**config.mk**
```make
export PLATFORM = sky130hd
export DESIGN_NAME = memory_arbiter
export DESIGN_NICKNAME = d
export VERILOG_FILES = /design/src/common/cache_pkg.sv /design/src/verilog/memory_arbiter.sv
export VERILOG_INCLUDE_DIRS = /design/src /design/src/common
export SDC_FILE = /design/constraint.sdc
export NUM_CORES = 1
export LEC_CHECK = 0
export BUFFER_PORTS_ARGS = -buffer_cell sky130_fd_sc_hd__clkbuf_2
export CAP_MARGIN = 10
export CORE_ASPECT_RATIO = 0.8
export CORE_UTILIZATION = 24
export DETAILED_ROUTE_END_ITERATION = 7
export PLACE_DENSITY = 0.59
export SLEW_MARGIN = 20
export SYNTH_ARGS = -nofsm -noshare
export SYNTH_HDL_FRONTEND = slang
export SYNTH_SLANG_ARGS = --single-unit
```
**constraint.sdc**
```tcl
create_clock -name clock_i -period 1.9 [get_ports clock_i]
set_input_delay 0.38 -clock clock_i [delete_from_list [all_inputs] [get_ports clock_i]]
set_output_delay 0.38 -clock clock_i [all_outputs]
set_load 0.02 [all_outputs]
```
**src/common/cache_settings.svh**
```systemverilog
`ifndef CACHE_SETTINGS_SVH
`define CACHE_SETTINGS_SVH

// word addressing
`define ADDR_WIDTH 24
`define DATA_WIDTH 32

// block geometry
`define BLOCK_WORDS 4
`define OFFSET_WIDTH 2

// blocks per cache, split over two ways
`define CACHE_BLOCK_CAPACITY 128

// credits the external memory grants after reset
`define MEM_CREDITS 2

`endif

```
**src/common/cache_pkg.sv**
```systemverilog
`default_nettype none

package cache_pkg;

	// cache controller states
	typedef enum logic [2:0] {
		state_idle      = 3'd0,
		state_lookup    = 3'd1,
		state_fill_req  = 3'd2,
		state_fill      = 3'd3,
		state_write_req = 3'd4,
		state_respond   = 3'd5
	} cache_state_t;

	// which cache an outstanding block read belongs to
	typedef enum logic {
		owner_icache = 1'b0,
		owner_dcache = 1'b1
	} owner_t;

endpackage

`default_nettype wire

```
**src/verilog/memory_arbiter.sv**
```systemverilog
`default_nettype none
`timescale 1ns/10ps
`include "cache_settings.svh"

module memory_arbiter (
	input  wire                    clock_i,
	input  wire                    rst_i,

	// instruction cache
	input  wire                    ic_miss_req_i,
	input  wire                    ic_miss_rw_i,
	input  wire                    ic_miss_block_i,
	input  wire [`ADDR_WIDTH-1:0]  ic_miss_add_i,
	input  wire [`DATA_WIDTH-1:0]  ic_miss_data_i,
	output logic                   ic_miss_grant_o,
	output logic                   ic_fill_valid_o,
	output logic [`DATA_WIDTH-1:0] ic_fill_data_o,

	// data cache
	input  wire                    dc_miss_req_i,
	input  wire                    dc_miss_rw_i,
	input  wire                    dc_miss_block_i,
	input  wire [`ADDR_WIDTH-1:0]  dc_miss_add_i,
	input  wire [`DATA_WIDTH-1:0]  dc_miss_data_i,
	output logic                   dc_miss_grant_o,
	output logic                   dc_fill_valid_o,
	output logic [`DATA_WIDTH-1:0] dc_fill_data_o,

	// external memory
	output logic                   mem_req_o,
	output logic                   mem_rw_o,
	output logic                   mem_block_o,
	output logic [`ADDR_WIDTH-1:0] mem_add_o,
	output logic [`DATA_WIDTH-1:0] mem_data_o,
	input  wire                    mem_credit_i,
	input  wire                    mem_valid_i,
	input  wire [`DATA_WIDTH-1:0]  mem_data_i
);

	localparam int CREDIT_W = $clog2(`MEM_CREDITS + 1);
	localparam int PTR_W    = (`MEM_CREDITS > 1) ? $clog2(`MEM_CREDITS) : 1;

	logic [CREDIT_W-1:0]      credit_q;
	cache_pkg::owner_t        last_grant_q;
	cache_pkg::owner_t        owner_fifo [`MEM_CREDITS];
	logic [PTR_W-1:0]         wr_ptr_q, rd_ptr_q;
	logic [`OFFSET_WIDTH-1:0] beat_q;

	logic ic_elig, dc_elig, grant_any, push_owner, pop_owner;
	cache_pkg::owner_t grant_sel;

	function automatic logic [PTR_W-1:0] next_ptr(input logic [PTR_W-1:0] ptr);
		if (ptr == PTR_W'(`MEM_CREDITS - 1))
			return '0;
		return ptr + 1'b1;
	endfunction

	// a cache stays ineligible during its own grant cycle
	assign ic_elig   = ic_miss_req_i && !ic_miss_grant_o;
	assign dc_elig   = dc_miss_req_i && !dc_miss_grant_o;
	assign grant_any = (ic_elig || dc_elig) && (credit_q != '0);

	// round robin
	always_comb begin
		if (ic_elig && dc_elig)
			grant_sel = (last_grant_q == cache_pkg::owner_icache) ? cache_pkg::owner_dcache
				: cache_pkg::owner_icache;
		else if (dc_elig)
			grant_sel = cache_pkg::owner_dcache;
		else
			grant_sel = cache_pkg::owner_icache;
	end

	assign push_owner = grant_any && ((grant_sel == cache_pkg::owner_icache)
		? (ic_miss_block_i && !ic_miss_rw_i) : (dc_miss_block_i && !dc_miss_rw_i));
	assign pop_owner  = mem_valid_i && (beat_q == `OFFSET_WIDTH'(`BLOCK_WORDS - 1));

	// credits, grants and owner FIFO pointers
	// ----------------------------------------------------------------------
	always_ff @(posedge clock_i) begin
		if (rst_i) begin
			credit_q        <= CREDIT_W'(`MEM_CREDITS);
			last_grant_q    <= cache_pkg::owner_dcache;
			ic_miss_grant_o <= 1'b0;
			dc_miss_grant_o <= 1'b0;
			mem_req_o       <= 1'b0;
			wr_ptr_q        <= '0;
			rd_ptr_q        <= '0;
			beat_q          <= '0;
		end else begin
			credit_q        <= credit_q + CREDIT_W'(mem_credit_i) - CREDIT_W'(grant_any);
			ic_miss_grant_o <= grant_any && (grant_sel == cache_pkg::owner_icache);
			dc_miss_grant_o <= grant_any && (grant_sel == cache_pkg::owner_dcache);
			mem_req_o       <= grant_any;
			if (grant_any)
				last_grant_q <= grant_sel;
			if (push_owner)
				wr_ptr_q <= next_ptr(wr_ptr_q);
			if (mem_valid_i)
				beat_q <= beat_q + 1'b1;
			if (pop_owner)
				rd_ptr_q <= next_ptr(rd_ptr_q);
		end
	end

	// request payload and owner entries
	always_ff @(posedge clock_i) begin
		if (grant_any) begin
			if (grant_sel == cache_pkg::owner_icache) begin
				mem_rw_o    <= ic_miss_rw_i;
				mem_block_o <= ic_miss_block_i;
				mem_add_o   <= ic_miss_add_i;
				mem_data_o  <= ic_miss_data_i;
			end else begin
				mem_rw_o    <= dc_miss_rw_i;
				mem_block_o <= dc_miss_block_i;
				mem_add_o   <= dc_miss_add_i;
				mem_data_o  <= dc_miss_data_i;
			end
		end
		if (push_owner)
			owner_fifo[wr_ptr_q] <= grant_sel;
	end

	// return path, steered by the oldest outstanding read
	// ----------------------------------------------------------------------
	assign ic_fill_valid_o = mem_valid_i && (owner_fifo[rd_ptr_q] == cache_pkg::owner_icache);
	assign dc_fill_valid_o = mem_valid_i && (owner_fifo[rd_ptr_q] == cache_pkg::owner_dcache);
	assign ic_fill_data_o  = mem_data_i;
	assign dc_fill_data_o  = mem_data_i;

endmodule

`default_nettype wire

```
==> metrics.md <==
| Metric | Value |
|---|---|
| Status | finished clean |
| Starting density of the core | 0.2468 |
| Synthesized instance count | approximately 370 |
| Final setup skew | ~0.0048 ns |
| PostCTS Resize Cnt | 0 |
| Hold depth | 3 |
| Mapped cell area | 3528 um2 |
| Syn avg cell area | 9.562 um2 |
| Io pins | roughly 280 |
| PD cells | 1113 nW/um2 |
| Latest clock arrival within the worst-skew pair | between 0.3 and 0.4 ns |
| Post-DRT Antenna Nets | 0 |
| Core Rows | 39 |
| Setup TNS | 0 ns |
| Root buf cell | clkbuf_16 |
| Ys Warns | 0 |
| Number of remaining DRC errors | 0 |
| Worst hold path type | primary input to flip-flop |
| Initial DRT Pass Iterations | 4 |
| Worst vdd ir | approximately 450 uV |
| Worst Setup Path Type | flip-flop to primary output |
| Max-cap violation count | 0 |
| Via count | 2730 |
| Fin. Hold Viols | 0 |
| Antenna diode count | 0 |
| Final HPWL DP | between 7000 and 8000 um |
| Pin count of the biggest net entering global routing | 47 |
| Slew Limit Fails | 0 |
| Crit Path Max Fanout | 2 |
| Multiplexer share of the synthesized area | 0.009929 |
| Required time of the critical path | around 1.5 ns |
| Yosys top cell by area | edfxtp_1 |
| Reg2reg start | ic_miss_grant_o |
| Share of cells above drive strength 1 | 0.4277 |
| CTS max path bufs | 2 |
| Hold Startpoint | dc_miss_add_i[11] |
| First-pass GRT wire length | 13470 um |
| DR vias/cell | approximately 4 |
| Setup bufs post-CTS | 0 |
| CTS tree | yes |
| H-tree depth | 3 |
| WL final | slightly above 9000 um |
| Fmax | about 0.63 GHz |
| DR iter-0 viols | between 100 and 150 |
| CP endpoint kind | primary output |
| Clock slew seen by the registers of the worst setup and hold paths | ~0.060 ns |
| Leak | around 2.3 nW |
| Unrepaired setup endpoints after global routing | no |
| Worst Path Arrival | 1.21 ns |
| Core area | about 14000 um2 |
| Pre-CTS setup slack | 0.2611 ns |
| Adder-cell share of the synthesized area | 0.007092 |
| Width of the die | roughly 140 um |
| Synth Area in Compound Gates | 0.01525 |
| Number of I/O port buffers | 184 |
| R2R depth | 6 |
| Hold WS | around 0.3 ns |
| Register area share after synthesis | 0.5730 |
| Final Wtd Congestion | 0.7495 |
| Slew headroom | 0.6982 |
| Routed length per instance | 13.39 um |
| Synth Area in XOR/XNOR | 0.004965 |
| Post-synthesis simple-gate area fraction | 0.2319 |
| Die area | about 15000 um2 |
| Number of fill cells | ~1500 |
| Final #Nets | roughly 650 |
| Setup crit start kind | flip-flop |
| Final setup vio count | 0 |
| Final Power | 5.014 mW |
| Worst Hold End | mem_add_o[11] |
| Synth cell types | 30 |
| Net Count, Synth | 525 |
| Clock sink total | 71 |
| Die Span Y | approximately 110 um |
| Hold-fix buffers, CTS | 0 |
| Num CTS Buffers | 9 |
| Largest family of logic cells by synthesized area | simple AND/OR/NAND/NOR gates |
| Final setup margin | just over 0.3 ns |
| Yosys reg bits | 71 |
| Ranking of synthesized cells by area | edfxtp_1, nand2_1, buf_4 |
| RR Endpoint | credit_q[1] |
| Worst slew pin tran | 0.4527 ns |
| R2r setup slk | 0.39 ns |
| Total congestion overflow | 0 |
| Syn-to-layout area delta | 27.66% |
| All-layer global routing usage | 0.1202 |
| Minimum clock period | 1.591 ns |
| Initial antenna violation count | 0 |
| Vias in the first global route | 2657 |
| Period utilization | 0.8372 |
| Yosys top cell area share | 0.5106 |
==> per-stage QoR <==
step,area [um2],utilization,std cells
after floorplan,3531,-,369
after global placement,4214,0.2947,666
after detailed placement,4214,0.2947,666
after CTS,4504,0.3150,682
after global routing,4504,0.3150,682
final,4504,0.3150,682
==> metal layers <==
metal,part of all wire,global-route usage,vias to the layer above
met5,0,0,-
li1,-,-,1365
met4,0.027,0.06374,0
met2,0.51,0.2211,158
met3,0.097,0.03949,19
met1,0.37,0.1163,1188
==> worst max-delay path: stages, from the launching register on <==
cell      delay, ns
edfxtp_1       0.37
mux2i_1        0.19
and2_1         0.15
clkbuf_2       0.17
==> placed cells by master, fill, tap and decap left out, drive strengths merged, types with 2 or more instances in the layout <==
cell / n
nand2b: 3
nor2: 9
clkbuf: 194
nand2: 177
ha: 2
nor2b: 3
nor3: 3
buf: 6
a21oi: 2
clkinv: 3
edfxtp: 60
o21ai: 4
inv: 6
dfxtp: 11
mux2i: 2
==> where the power goes <==
part | switching, mW | leakage [nW] | internal [mW]
sequential | 0.0919 | 0.685 | 2.06
clock | 0.635 | 0.143 | 1.01
combinational | 0.803 | 1.47 | 0.415
total | 1.53 | 2.30 | 3.48
==> cell families (layout without fill, tap and decap cells) <==
family / count (synthesis) / after routing
simple gates: 201 / 201
buf+inv: 82 / 211
flops: 71 / 71
compound gates: 8 / 8
mux: 3 / 3
fa+ha+maj: 2 / 2
xor+xnor: 2 / 2
==> cells in the mapped netlist (all sizes together) <==
| cell | instances |
|---|---|
| dfxtp | 11 |
| edfxtp | 60 |
| nor2 | 9 |
| and2b | 1 |
| o21ai | 4 |
| nor2b | 3 |
| a21oi | 2 |
| buf | 71 |
| and4b | 1 |
| mux2i | 2 |
| mux2 | 1 |
| nand2 | 177 |
| clkbuf | 6 |
| o22ai | 1 |
| inv | 5 |
| ha | 2 |
| nand3 | 1 |
| nand3b | 1 |
| nor3 | 3 |
| and2 | 1 |
| o211ai | 1 |
| or3b | 1 |
| xnor2 | 1 |
| xor2 | 1 |
| nand2b | 3 |
==> state kept, by name (all words and copies together) (netlist names), named ones only <==
name,cells
mem_block_o,1
credit_q,2
mem_add_o,24
last_grant_q,1
ic_miss_grant_o,1
rd_ptr_q,1
beat_q,2
owner_fifo,2
wr_ptr_q,1
dc_miss_grant_o,1
mem_data_o,32
mem_rw_o,1
mem_req_o,1
==> final cells by class <==
type | instances | area [um2] | area share
inverter | 5 | 21.27 | 0.004722
sequential | 71 | 2022 | 0.4489
timing repair buffer | 190 | 991.0 | 0.2200
tap | 184 | 230.2 | 0.05111
clock inverter | 6 | 61.31 | 0.01361
clock buffer | 10 | 229.0 | 0.05083
multi-input combinational | 216 | 949.7 | 0.2108
==> worst max-delay path by stage <==
stage                          from              end  slack (ns)  cells after the start
floorplan           ic_miss_grant_o         wr_ptr_q        0.15                      5
global placement      ic_miss_req_i      credit_q[1]        0.26                      7
detailed placement    ic_miss_req_i      credit_q[1]        0.26                      7
CTS                   owner_fifo[1]  ic_fill_valid_o        0.28                      3
global route          owner_fifo[1]  ic_fill_valid_o        0.22                      3
finish                owner_fifo[1]  ic_fill_valid_o        0.31                      3
(Power assumes the default switching activity.)
